### config.mk
export PLATFORM = sky130hd
export DESIGN_NAME = alu_adder_top
export DESIGN_NICKNAME = d
export VERILOG_FILES = /design/src/design/adder_pkg.sv /design/src/design/bk_prefix_adder.sv /design/src/design/request_stage.sv /design/src/design/high_select_lane.sv /design/src/design/result_combiner.sv /design/src/design/alu_adder_top.sv
export SDC_FILE = /design/constraint.sdc
export NUM_CORES = 1
export LEC_CHECK = 0
export ABC_AREA = 1
export BUFFER_PORTS_ARGS = -buffer_cell sky130_fd_sc_hd__buf_4
export CAP_MARGIN = 10
export CORE_MARGIN = 2
export CORE_UTILIZATION = 30
export CTS_CLUSTER_SIZE = 12
export DETAILED_ROUTE_END_ITERATION = 7
export GPL_TIMING_DRIVEN = 0
export PLACE_DENSITY = 0.53
export SLEW_MARGIN = 20
export SYNTH_ARGS = -nofsm -noshare
export SYNTH_HDL_FRONTEND = slang
export SYNTH_SLANG_ARGS = --single-unit
### constraint.sdc
create_clock -name clk -period 6.06 [get_ports clk]
set_input_delay 0.606 -clock clk [delete_from_list [all_inputs] [get_ports clk]]
set_output_delay 0.606 -clock clk [all_outputs]
set_load 0.02 [all_outputs]
### src/design/adder_pkg.sv
`default_nettype none

package adder_pkg;

  ////////////////////////////////////////////////////////////
  // Widths
  ////////////////////////////////////////////////////////////

  // Full operand width at the top
  localparam int DATA_W = 32;
  // One carry-select half
  localparam int LANE_W = DATA_W / 2;

  ////////////////////////////////////////////////////////////
  // Operation encoding and shared records
  ////////////////////////////////////////////////////////////

  typedef enum logic {
    OP_ADD = 1'b0,
    OP_SUB = 1'b1
  } op_e;

  // Request as seen at the top-level input
  typedef struct packed {
    logic [DATA_W-1:0] op1;
    logic [DATA_W-1:0] op2;
    op_e               op;
  } add_req_t;

  // Operands after subtract conditioning
  typedef struct packed {
    logic [DATA_W-1:0] a;
    logic [DATA_W-1:0] b;
    logic              cin;
  } prep_t;

  // Low lane, real carry-in
  typedef struct packed {
    logic [LANE_W-1:0] sum;
    logic              cout;
  } low_res_t;

  // High lane, both carry choices side by side
  typedef struct packed {
    logic [LANE_W-1:0] sum0;
    logic [LANE_W-1:0] sum1;
    logic              cout0;
    logic              cout1;
    logic              ovf0;
    logic              ovf1;
  } high_res_t;

  // Registered output of the unit
  typedef struct packed {
    logic [DATA_W-1:0] sum;
    logic              carry;
    logic              overflow;
    logic              zero;
    logic              negative;
  } add_res_t;

endpackage

`default_nettype wire

### src/design/bk_prefix_adder.sv
`timescale 1ns/1ns
`default_nettype none

module bk_prefix_adder #(
  parameter int WIDTH = adder_pkg::LANE_W
) (
  input  logic [WIDTH-1:0] op1,
  input  logic [WIDTH-1:0] op2,
  input  logic             cin,
  output logic [WIDTH-1:0] sum,
  output logic             cout
);

  // Tree depth
  localparam int LEVELS = $clog2(WIDTH);

  // Up-sweep levels, level 0 is the bitwise pair
  logic [LEVELS:0][WIDTH-1:0] up_g;
  logic [LEVELS:0][WIDTH-1:0] up_p;
  // Down-sweep levels, level 1 holds every prefix [0..i]
  logic [LEVELS:1][WIDTH-1:0] dn_g;
  logic [LEVELS:1][WIDTH-1:0] dn_p;
  // Carry into each bit, top entry is the carry out
  logic [WIDTH:0]             carry;

  ////////////////////////////////////////////////////////////
  // Bitwise generate and propagate
  ////////////////////////////////////////////////////////////

  assign up_g[0] = op1 & op2;
  // XOR propagate doubles as the half sum
  assign up_p[0] = op1 ^ op2;

  ////////////////////////////////////////////////////////////
  // Up-sweep
  ////////////////////////////////////////////////////////////

  // Node i at level l covers 2**l bits ending at i
  // Only nodes with (i+1) a multiple of the span get merged
  for (genvar l = 1; l <= LEVELS; l = l + 1) begin : g_up
    localparam int SPAN = 2 ** l;
    localparam int HALF = SPAN / 2;

    for (genvar i = 0; i < WIDTH; i = i + 1) begin : g_bit
      if ((i + 1) % SPAN == 0) begin : g_node
        // Upper group absorbs the lower neighbour
        assign up_g[l][i] = up_g[l-1][i] | (up_p[l-1][i] & up_g[l-1][i-HALF]);
        assign up_p[l][i] = up_p[l-1][i] & up_p[l-1][i-HALF];
      end else begin : g_pass
        assign up_g[l][i] = up_g[l-1][i];
        assign up_p[l][i] = up_p[l-1][i];
      end
    end
  end

  ////////////////////////////////////////////////////////////
  // Down-sweep
  ////////////////////////////////////////////////////////////

  // Top level already holds the full-width group at WIDTH-1
  assign dn_g[LEVELS] = up_g[LEVELS];
  assign dn_p[LEVELS] = up_p[LEVELS];

  // Each level fills the midpoints between finished prefixes
  // Node i-HALF is always complete one level up
  for (genvar d = LEVELS - 1; d >= 1; d = d - 1) begin : g_down
    localparam int SPAN = 2 ** d;
    localparam int HALF = SPAN / 2;

    for (genvar i = 0; i < WIDTH; i = i + 1) begin : g_bit
      if (((i + 1) % SPAN == HALF) && (i + 1 > SPAN)) begin : g_node
        assign dn_g[d][i] = dn_g[d+1][i] | (dn_p[d+1][i] & dn_g[d+1][i-HALF]);
        assign dn_p[d][i] = dn_p[d+1][i] & dn_p[d+1][i-HALF];
      end else begin : g_pass
        assign dn_g[d][i] = dn_g[d+1][i];
        assign dn_p[d][i] = dn_p[d+1][i];
      end
    end
  end

  ////////////////////////////////////////////////////////////
  // Carries and sum
  ////////////////////////////////////////////////////////////

  // Bit 0 sees the external carry directly
  assign carry[0] = cin;
  // Every other carry is a prefix group folded with cin
  assign carry[WIDTH:1] = dn_g[1] | (dn_p[1] & {WIDTH{cin}});

  assign sum  = up_p[0] ^ carry[WIDTH-1:0];
  // Carry out of the whole group
  assign cout = carry[WIDTH];

endmodule

`default_nettype wire

### src/design/request_stage.sv
`timescale 1ns/1ns
`default_nettype none

module request_stage (
  input  logic                clk,
  input  logic                rst_n,
  input  logic                in_valid,
  input  adder_pkg::add_req_t in_req,
  output logic                prep_valid,
  output adder_pkg::prep_t    prep
);

  import adder_pkg::*;

  // Subtract request flag
  logic              is_sub;
  // Second operand after conditioning
  logic [DATA_W-1:0] b_next;

  ////////////////////////////////////////////////////////////
  // Operand conditioning
  ////////////////////////////////////////////////////////////

  assign is_sub = (in_req.op == OP_SUB);

  // a - b computed as a + ~b + 1
  assign b_next = in_req.op2 ^ {DATA_W{is_sub}};

  ////////////////////////////////////////////////////////////
  // Registers
  ////////////////////////////////////////////////////////////

  // Valid strobe, one cycle behind the input
  always_ff @(posedge clk) begin
    if (!rst_n) begin
      prep_valid <= 1'b0;
    end else begin
      prep_valid <= in_valid;
    end
  end

  // Payload, held between strobes
  always_ff @(posedge clk) begin
    if (in_valid) begin
      prep.a   <= in_req.op1;
      prep.b   <= b_next;
      // The +1 of the two's complement
      prep.cin <= is_sub;
    end
  end

endmodule

`default_nettype wire

### src/design/high_select_lane.sv
`timescale 1ns/1ns
`default_nettype none

module high_select_lane (
  input  logic [adder_pkg::LANE_W-1:0] a_hi,
  input  logic [adder_pkg::LANE_W-1:0] b_hi,
  output adder_pkg::high_res_t         res
);

  import adder_pkg::*;

  // Sums and carries for each assumed carry-in
  logic [LANE_W-1:0] sum_c0;
  logic [LANE_W-1:0] sum_c1;
  logic              cout_c0;
  logic              cout_c1;

  // Signed overflow from sign bits only
  function automatic logic signed_ovf(input logic a_msb, input logic b_msb, input logic s_msb);
    return (a_msb == b_msb) && (s_msb != a_msb);
  endfunction

  // Assumes no carry from the low lane
  bk_prefix_adder #(
    .WIDTH (LANE_W)
  ) u_add_c0 (
    .op1  (a_hi),
    .op2  (b_hi),
    .cin  (1'b0),
    .sum  (sum_c0),
    .cout (cout_c0)
  );

  // Assumes a carry from the low lane
  bk_prefix_adder #(
    .WIDTH (LANE_W)
  ) u_add_c1 (
    .op1  (a_hi),
    .op2  (b_hi),
    .cin  (1'b1),
    .sum  (sum_c1),
    .cout (cout_c1)
  );

  assign res.sum0  = sum_c0;
  assign res.sum1  = sum_c1;
  assign res.cout0 = cout_c0;
  assign res.cout1 = cout_c1;
  // Top bit of the lane is bit 31 of the word
  assign res.ovf0  = signed_ovf(a_hi[LANE_W-1], b_hi[LANE_W-1], sum_c0[LANE_W-1]);
  assign res.ovf1  = signed_ovf(a_hi[LANE_W-1], b_hi[LANE_W-1], sum_c1[LANE_W-1]);

endmodule

`default_nettype wire

### src/design/result_combiner.sv
`timescale 1ns/1ns
`default_nettype none

module result_combiner (
  input  logic                 clk,
  input  logic                 rst_n,
  input  logic                 prep_valid,
  input  adder_pkg::low_res_t  low,
  input  adder_pkg::high_res_t high,
  output logic                 out_valid,
  output adder_pkg::add_res_t  out_res
);

  import adder_pkg::*;

  // Selected upper half
  logic [LANE_W-1:0] sum_hi;
  // Joined 32-bit sum
  logic [DATA_W-1:0] sum_full;
  // Next value of the output register
  add_res_t          res_d;

  ////////////////////////////////////////////////////////////
  // Carry-select join
  ////////////////////////////////////////////////////////////

  // Low carry-out picks the matching high precompute
  assign sum_hi   = low.cout ? high.sum1 : high.sum0;
  assign sum_full = {sum_hi, low.sum};

  always_comb begin
    res_d.sum      = sum_full;
    // Carry out of bit 31
    res_d.carry    = low.cout ? high.cout1 : high.cout0;
    res_d.overflow = low.cout ? high.ovf1 : high.ovf0;
    // Flags off the joined sum
    res_d.zero     = (sum_full == '0);
    res_d.negative = sum_full[DATA_W-1];
  end

  ////////////////////////////////////////////////////////////
  // Output register
  ////////////////////////////////////////////////////////////

  // Single-cycle result strobe
  always_ff @(posedge clk) begin
    if (!rst_n) begin
      out_valid <= 1'b0;
    end else begin
      out_valid <= prep_valid;
    end
  end

  // Result held until the next valid
  always_ff @(posedge clk) begin
    if (prep_valid) begin
      out_res <= res_d;
    end
  end

endmodule

`default_nettype wire

### src/design/alu_adder_top.sv
`timescale 1ns/1ns
`default_nettype none

module alu_adder_top (
  input  logic                clk,
  input  logic                rst_n,
  input  logic                in_valid,
  input  adder_pkg::add_req_t in_req,
  output logic                out_valid,
  output adder_pkg::add_res_t out_res
);

  import adder_pkg::*;

  // Stage 1 outputs
  logic      prep_valid;
  prep_t     prep;
  // Lane results, both combinational
  wire low_res_t low_res;
  high_res_t high_res;

  ////////////////////////////////////////////////////////////
  // Request register
  ////////////////////////////////////////////////////////////

  request_stage u_request_stage (
    .clk        (clk),
    .rst_n      (rst_n),
    .in_valid   (in_valid),
    .in_req     (in_req),
    .prep_valid (prep_valid),
    .prep       (prep)
  );

  ////////////////////////////////////////////////////////////
  // Lanes
  ////////////////////////////////////////////////////////////

  // Low half, real carry-in
  bk_prefix_adder #(
    .WIDTH (LANE_W)
  ) u_low_lane (
    .op1  (prep.a[LANE_W-1:0]),
    .op2  (prep.b[LANE_W-1:0]),
    .cin  (prep.cin),
    .sum  (low_res.sum),
    .cout (low_res.cout)
  );

  // High half, both carry choices
  high_select_lane u_high_lane (
    .a_hi (prep.a[DATA_W-1:LANE_W]),
    .b_hi (prep.b[DATA_W-1:LANE_W]),
    .res  (high_res)
  );

  ////////////////////////////////////////////////////////////
  // Join and output register
  ////////////////////////////////////////////////////////////

  result_combiner u_result_combiner (
    .clk        (clk),
    .rst_n      (rst_n),
    .prep_valid (prep_valid),
    .low        (low_res),
    .high       (high_res),
    .out_valid  (out_valid),
    .out_res    (out_res)
  );

endmodule

`default_nettype wire

==> results by group, run 1 <==
Setup path
  – Slowest cell on the critical path: fa_1
  – Most used cell along the critical path: nand2_1
  – WP data arrival: 3.39 ns
  – CP peak stage delay: 0.42 ns
  – Crit-path cells: ha_1, fa_1, nand2_1, nand2_1, nand3_1, nand2_1, nand2_1, nand2_1, fa_1, inv_1, nand2_1, nand2_1, nand2_1, nand2_1, o21ai_0, inv_1, nand3_1, nor2_1, nand3_1, nor2_1
  – Startpoint types: flip-flop
  – Worst Setup End Kind: flip-flop
  – Crit Path Max Fanout: 3
  – Required time worst endpoint: 6.28 ns
  – Crit Path Category: reg2reg

Logic synthesis
  – Simple-gate area share of the yosys netlist: 18.2%
  – Mux contribution to synthesized area: 0%
  – Sequential share of the synthesized area: 53.9%
  – Post-synthesis async set-or-reset flop share: 0%
  – Area of the mapped netlist: 5640 um^2
  – Synth cell types: 39
  – Syn Inst Count: 526
  – #FFs+latches synth: 102
  – Compound-gate portion of the synthesized area: 3.46%
  – Post-Synth Adder-Cell Area: 10.5%
  – Ys Warns: 0
  – Number of flops mapped to enable cells by yosys: 100
  – Syn Nets: 636
  – Syn Area/Cell: 10.7 um^2
  – Largest family of logic cells by synthesized area: simple AND/OR/NAND/NOR gates
  – Dominant synthesized flop cell: edfxtp_1
  – Xor and xnor fraction of the mapped netlist area: 7.61%

Global routing
  – Vias in the first global route: 3,872
  – Grt ovf: 0
  – Largest net degree at the start of global routing: 67
  – GRT Total Usage: 12.3%
  – Initial antenna violation count: 0
  – First-pass GRT wire length: 18,800 um

Placed design
  – Placed cell count: 865
  – PortBufs: 104
  – Routability cong.: 0.844
  – Placed wire-length estimate: 9170 um

Final layout
  – Synth-to-Final Area Change: 24.1%
  – Layout Nets: 752
  – Layout cells sized above 1: 24.7%
  – Inserted Diodes: 0
  – Final std cells w/o fill: 881
  – FILL cells: 1,827

Timing
  – Final Hold Viols: 0
  – Max Fclk: 315 MHz
  – Unrepaired setup endpoints after global routing: false
  – Layout Skew: 0.00686 ns
  – Post-Route Setup TNS: 0 ns
  – Endpoints failing setup: 0
  – Slew HR: 42.1%
  – Min Tclk post-route: 3.18 ns
  – Max Slew Vio Count: 0
  – Period utilization: 52.4%
  – Worst Tran Pin Value: 0.869 ns

Detailed routing
  – Vias: 3,802
  – Routed WL: 11,800 um
  – Drt pass-1 iters: 4
  – Avg WL per Cell: 13.4 um
  – DRC Markers: 0
  – Iter 0 DRT Violations: 185
  – Vias per cell: 4.32
  – ANT nets after route: 0

CTS
  – # hold bufs at CTS: 0
  – H-tree depth: 3
  – Clock buffer depth: 2
  – Clock sink total: 102
  – CTS tree: done
  – Clock latency on the worst-skew pair: 0.35 ns
  – Post-CTS Setup Repair Bufs: 0
  – PostCTS Resize Cnt: 0
  – Num CTS Buffers: 9
  – Root Buffer: clkbuf_16
  – Worst-path clk slew: 0.07 ns

Floorplan
  – Core Region: 18,600 um^2
  – Initial Util: 30.4%
  – Num ports: 105
  – DIE WIDTH: 141 um
  – Die height: 141 um
  – Rows: 50
  – Die area: 19,900 um^2

Power
  – Max VDD drop: 0.124 mV
  – Power Density: 298 nW/um^2
  – P_leak: 3.20 nW
  – Total power: 2.09 mW

Flow run
  – Max-cap violation count: 0

Worst hold path
  – Hold WC Path Type: in2reg

Status
  – Status: complete, no violations
==> registers in the layout (all words and copies together) (netlist names) <==
signal,cells
u_result_combiner.out_valid,1
u_request_stage.prep_valid,1
u_request_stage.prep,65
u_result_combiner.out_res,35
==> critical path, delay by kind of cell (launching register included) <==
kind	cells	cell delay [ns]
and+or+nand+nor	14	1.31
buffers and inverters	2	0.17
DFF	1	0.40
AOI/OAI and AO/OA	1	0.12
adders and majority gates	3	1.03
==> layout make-up <==
type,instances,area [um^2],share of cell area (%)
buffer,8,60.1,0.858
clock buffer,9,225,3.22
clock inverter,7,40.0,0.572
inverter,79,297,4.23
multi-input combinational,337,2240,32.0
sequential,102,3040,43.5
tap,234,293,4.18
timing repair buffer,105,801,11.4
==> power by group <==
| group | total [mW] | switching, mW | leakage, nW | internal [mW] |
|---|---|---|---|---|
| sequential | 0.919 | 0.0343 | 0.980 | 0.885 |
| combinational | 0.643 | 0.384 | 2.10 | 0.259 |
| clock | 0.527 | 0.252 | 0.124 | 0.275 |
| total | 2.09 | 0.671 | 3.20 | 1.42 |
==> cells in the final DEF (no fill, tap or decap), drive strengths merged, types with 9 or more instances in the layout <==
cell type	n
fa	9
clkbuf	10
buf	112
nor2	26
inv	80
ha	33
xor2	44
nand2	139
edfxtp	100
nand3	33
a21oi	17
==> cells in the mapped netlist (2+ instances only) <==
library cell	instances	area share [%]
dfxtp_1	2	0.71
a21oi_1	13	1.2
nor2_2	4	0.44
nand2_2	14	1.6
inv_2	3	0.20
o21bai_1	2	0.27
nand2_1	123	8.2
buf_6	2	0.40
a21oi_4	2	0.58
inv_1	76	5.1
xnor2_1	5	0.78
nor2_1	20	1.3
edfxtp_1	100	53
xor2_1	44	6.8
buf_1	3	0.20
fa_1	9	3.2
nand3b_1	8	1.1
nand3_2	3	0.53
or2_1	2	0.22
nand3_1	29	2.6
nand4_1	7	0.78
o21ai_0	2	0.18
a21oi_2	2	0.31
ha_1	33	7.3
nor2_4	2	0.40
o21ai_1	3	0.27
==> per-layer routing <==
metal	GRT usage, %	up-vias	share of wire (%)
met5	0	-	0
met4	6.42	0	2.8
met3	2.11	25	4.8
met2	20.2	107	48
met1	15.6	1717	44
li1	-	1953	-
==> worst paths after layout <==
kind | start | end | slack [ns] | cells after the start
hold / removal | in_req[49] | u_request_stage.prep[49] | 0.43 | 1
hold reg to reg | u_request_stage.prep_valid | u_result_combiner.out_valid | 0.52 | 2
setup / recovery | u_request_stage.prep[49] | u_result_combiner.out_res[1] | 2.88 | 20
setup reg to reg | u_request_stage.prep[49] | u_result_combiner.out_res[1] | 2.88 | 20
==> logic make-up (layout without fill, tap and decap cells) <==
kind of cell,after synthesis,after routing
flops,102,102
compound gates,29,29
buf+inv,87,208
fa+ha+maj,42,42
simple gates,217,217
xor+xnor,49,49
==> per-stage QoR <==
stage	cell area [um^2]	hold WS (ns)	util, %	setup slack, ns
final	7000	0.428	37.7	2.88
after global placement	6720	0.598	36.1	2.91
after CTS	7000	0.413	37.7	2.87
after floorplan	5640	0.565	-	3.31
after detailed placement	6740	0.520	36.3	2.88
after global routing	7000	0.417	37.7	2.62
Power figures use the tool's default switching activity.
==> inputs of run 2 (changes only) <==
--- a/config.mk
+++ b/config.mk
@@ -5,7 +5,7 @@
 export SDC_FILE = /design/constraint.sdc
 export NUM_CORES = 1
 export LEC_CHECK = 0
-export ABC_AREA = 1
+export ABC_AREA = 0
 export BUFFER_PORTS_ARGS = -buffer_cell sky130_fd_sc_hd__buf_4
 export CAP_MARGIN = 10
 export CORE_MARGIN = 2
@@ -13,7 +13,7 @@
 export CTS_CLUSTER_SIZE = 12
 export DETAILED_ROUTE_END_ITERATION = 7
 export GPL_TIMING_DRIVEN = 0
-export PLACE_DENSITY = 0.53
+export PLACE_DENSITY = 0.55
 export SLEW_MARGIN = 20
 export SYNTH_ARGS = -nofsm -noshare
 export SYNTH_HDL_FRONTEND = slang
==> constraint.sdc (replaced) <==
create_clock -name clk -period 2.6 [get_ports clk]
set_input_delay 0.26 -clock clk [delete_from_list [all_inputs] [get_ports clk]]
set_output_delay 0.26 -clock clk [all_outputs]
set_load 0.02 [all_outputs]
==> run 2 against run 1 <==
Effect of this change:
- the run now ends with negative setup slack left
- critical path depth decreased by 7
- synthesized cell count decreased by 20%
- sequential share of layout area decreased by 1.8 points
- clock power increased to 2.7 times the previous value
- via count decreased by 1.8%
- critical path type unchanged
- largest cell class unchanged
==> results by group, run 2 <==
Setup path
  – Startpoint types: flip-flop
  – Most used cell along the critical path: a21o_1
  – CP delay by family, top: compound AO/OA/AOI/OAI gates
  – WP data arrival: 3.60 ns
  – Crit Path Max Fanout: 3
  – Required time worst endpoint: 2.79 ns
  – WP buf/inv: 1
  – CP peak stage delay: 0.44 ns
  – Crit-path cells: ha_2, fa_2, a21o_1, a21o_1, buf_4, a21o_1, a21o_1, fa_2, a21oi_2, o311ai_1, a211o_2, or4_4, nor4_4
  – Worst Setup End Kind: flip-flop
  – Crit Path Category: reg2reg
  – Slowest cell on the critical path: or4_4

Timing
  – Unrepaired setup endpoints after global routing: true
  – Layout Skew: 0.0102 ns
  – Period utilization: 131%
  – Final Hold Viols: 0
  – Max Fclk: 293 MHz
  – Max Slew Vio Count: 0
  – PnR worst setup slack: -0.813 ns
  – Worst Tran Pin Value: 0.843 ns
  – Post-Route Setup TNS: -4.88 ns
  – Endpoints failing setup: 15
  – Slew HR: 43.8%
  – Fin Hold WS: 0.0794 ns
  – Min Tclk post-route: 3.41 ns

Final layout
  – Layout cells sized above 1: 36.3%
  – Biggest regs: u_request_stage.prep x65, u_result_combiner.out_res x35
  – Most frequent cells in the layout: buf_4, edfxtp_1, xor2_1
  – Biggest register: u_request_stage.prep
  – Synth-to-Final Area Change: 33.0%
  – Inserted Diodes: 0
  – Layout Nets: 666
  – Commonest non-fill, non-tap cell in the layout: buf_4
  – Final std cells w/o fill: 788
  – Max reg flops: 65

Detailed routing
  – Iter 0 DRT Violations: 167
  – DRC Markers: 0
  – Vias per cell: 4.74
  – Routed WL: 12,300 um
  – Drt pass-1 iters: 4
  – Avg WL per Cell: 15.6 um
  – Vias: 3,735
  – ANT nets after route: 0

Global routing
  – Grt ovf: 0
  – Initial antenna violation count: 0
  – Vias in the first global route: 3,862
  – Largest net degree at the start of global routing: 67
  – First-pass GRT wire length: 19,500 um
  – GRT Total Usage: 12.9%

CTS
  – Clock sink total: 102
  – Worst-path clk slew: 0.07 ns
  – # hold bufs at CTS: 0
  – Root Buffer: clkbuf_16
  – Num CTS Buffers: 9
  – CTS tree: done
  – Clock buffer depth: 2
  – H-tree depth: 3
  – Clock latency on the worst-skew pair: 0.35 ns

Power
  – Switch Pwr: 1.54 mW
  – Total power: 5.24 mW
  – Sw frac: 29.3%
  – Max VDD drop: 0.330 mV
  – Clock network fraction of design power: 26.8%
  – Int Pwr: 3.71 mW
  – Comb pwr share: 31.9%
  – P_leak: 2.91 nW
  – Flop pwr share: 41.4%
  – Power Density: 717 nW/um^2

Floorplan
  – DIE WIDTH: 139 um
  – Initial Util: 30.6%
  – Core Region: 18,000 um^2
  – Num ports: 105
  – Die height: 139 um
  – Die area: 19,400 um^2
  – Rows: 49

Logic synthesis
  – Syn Area/Cell: 13.1 um^2
  – Number of flops mapped to enable cells by yosys: 100
  – Area of the mapped netlist: 5500 um^2
  – #FFs+latches synth: 102
  – Synth area leaders: edfxtp_1, ha_1, xor2_1, fa_1, xnor2_1
  – Dominant synthesized flop cell: edfxtp_1
  – Ys Warns: 0
  – Synth top area share: 54.6%
  – Sequential share of the synthesized area: 55.4%
  – Syn Nets: 529
  – Cell accounting for the most synthesized area: edfxtp_1
  – Post-synthesis async set-or-reset flop share: 0%
  – Count leader, synth: edfxtp_1
  – Most common library cells after synthesis: edfxtp_1, xor2_1, ha_1
  – Synth cell types: 71
  – Syn Inst Count: 419

Placed design
  – Placed cell count: 753
  – Placed wire-length estimate: 9250 um
  – Routability cong.: 0.834
  – PortBufs: 104

Status
  – Status: finished with violations
  – Violated checks: negative setup slack

Flow run
  – Max-cap violation count: 0

Worst hold path
  – Hold WC Path Type: in2reg
run 2: cell types whose count changed in the layout (fill, tap and decap cells not counted), moves of 10 or more:
cell,before,now
nand2_1,123,12
inv_1,76,19
nand3_1,29,9
buf_4,105,122
nand2_2,14,0
a21o_1,1,11
run 2: worst register-to-register path, stage by stage, from the launching register on:
cell	delay, ns
edfxtp_1	0.40
ha_2	0.20
fa_2	0.35
a21o_1	0.18
a21o_1	0.20
buf_4	0.15
a21o_1	0.16
a21o_1	0.16
fa_2	0.36
a21oi_2	0.12
o311ai_1	0.10
a211o_2	0.29
or4_4	0.44
nor4_4	0.14
run 2: per-layer routing:
metal  vias to the layer above  global-route usage, %  wire (um)
li1                       1860                      -          -
met1                      1770                   15.9       5210
met2                        90                   22.4       6250
met3                        15                   2.55        608
met4                         0                   5.21        221
met5                         -                      0          0
run 2: final timing paths:
check        depth (start not counted)                       start  slack (ns)                            end
max                                 13    u_request_stage.prep[17]       -0.81   u_result_combiner.out_res[1]
max reg2reg                         13    u_request_stage.prep[17]       -0.81   u_result_combiner.out_res[1]
min                                  1                  in_req[39]        0.08       u_request_stage.prep[39]
min reg2reg                          0  u_request_stage.prep_valid        0.60  u_result_combiner.out_res[21]
run 2: cells by family (layout without fill, tap and decap cells):
| family | count (synthesis) | after routing | share of synthesized area [%] |
|---|---|---|---|
| compound gates | 90 | 90 | 12.2 |
| xor+xnor | 55 | 55 | 8.77 |
| fa+ha+maj | 42 | 42 | 10.8 |
| buf+inv | 30 | 170 | 2.30 |
| flops | 102 | 102 | 55.4 |
| mux | 5 | 5 | 1.02 |
| simple gates | 95 | 95 | 9.52 |
run 2: through the flow:
stage          utilization, %  setup slack [ns]  area, um^2
5_1_grt                  40.7            -0.951        7310
2_1_floorplan               -            -0.725        5520
3_3_place_gp             36.7             -1.05        6590
4_1_cts                  40.0            -0.887        7180
6_report                 40.7            -0.813        7310
3_5_place_dp             36.8             -1.12        6610
run 2: area by class of cell:
type | instances | area [um^2]
inverter | 20 | 75.1
clock inverter | 4 | 73.8
clock buffer | 10 | 229
timing repair buffer | 126 | 977
fill | 1690 | 10700
sequential | 102 | 3040
multi-input combinational | 287 | 2550
tap | 229 | 287
buffer | 10 | 72.6
run 2: what timing repair did:
item / in CTS / in global routing
buffers inserted: 16 / 6
hold endpoints to repair: 0 / 0
endpoints found under the setup margin: 18 / 18
resized for setup: 28 / 24
cloned: 0 / 0
pin swaps: 9 / 19
run 2: power by group through the flow:
stage | clock [mW] | combinational, mW | sequential, mW
floorplan | 0 | 0.850 | 2.28
global placement | 0 | 1.39 | 2.21
detailed placement | 0 | 1.44 | 2.20
CTS | 1.44 | 1.60 | 2.17
global route | 1.50 | 1.84 | 2.19
finish | 1.40 | 1.67 | 2.17
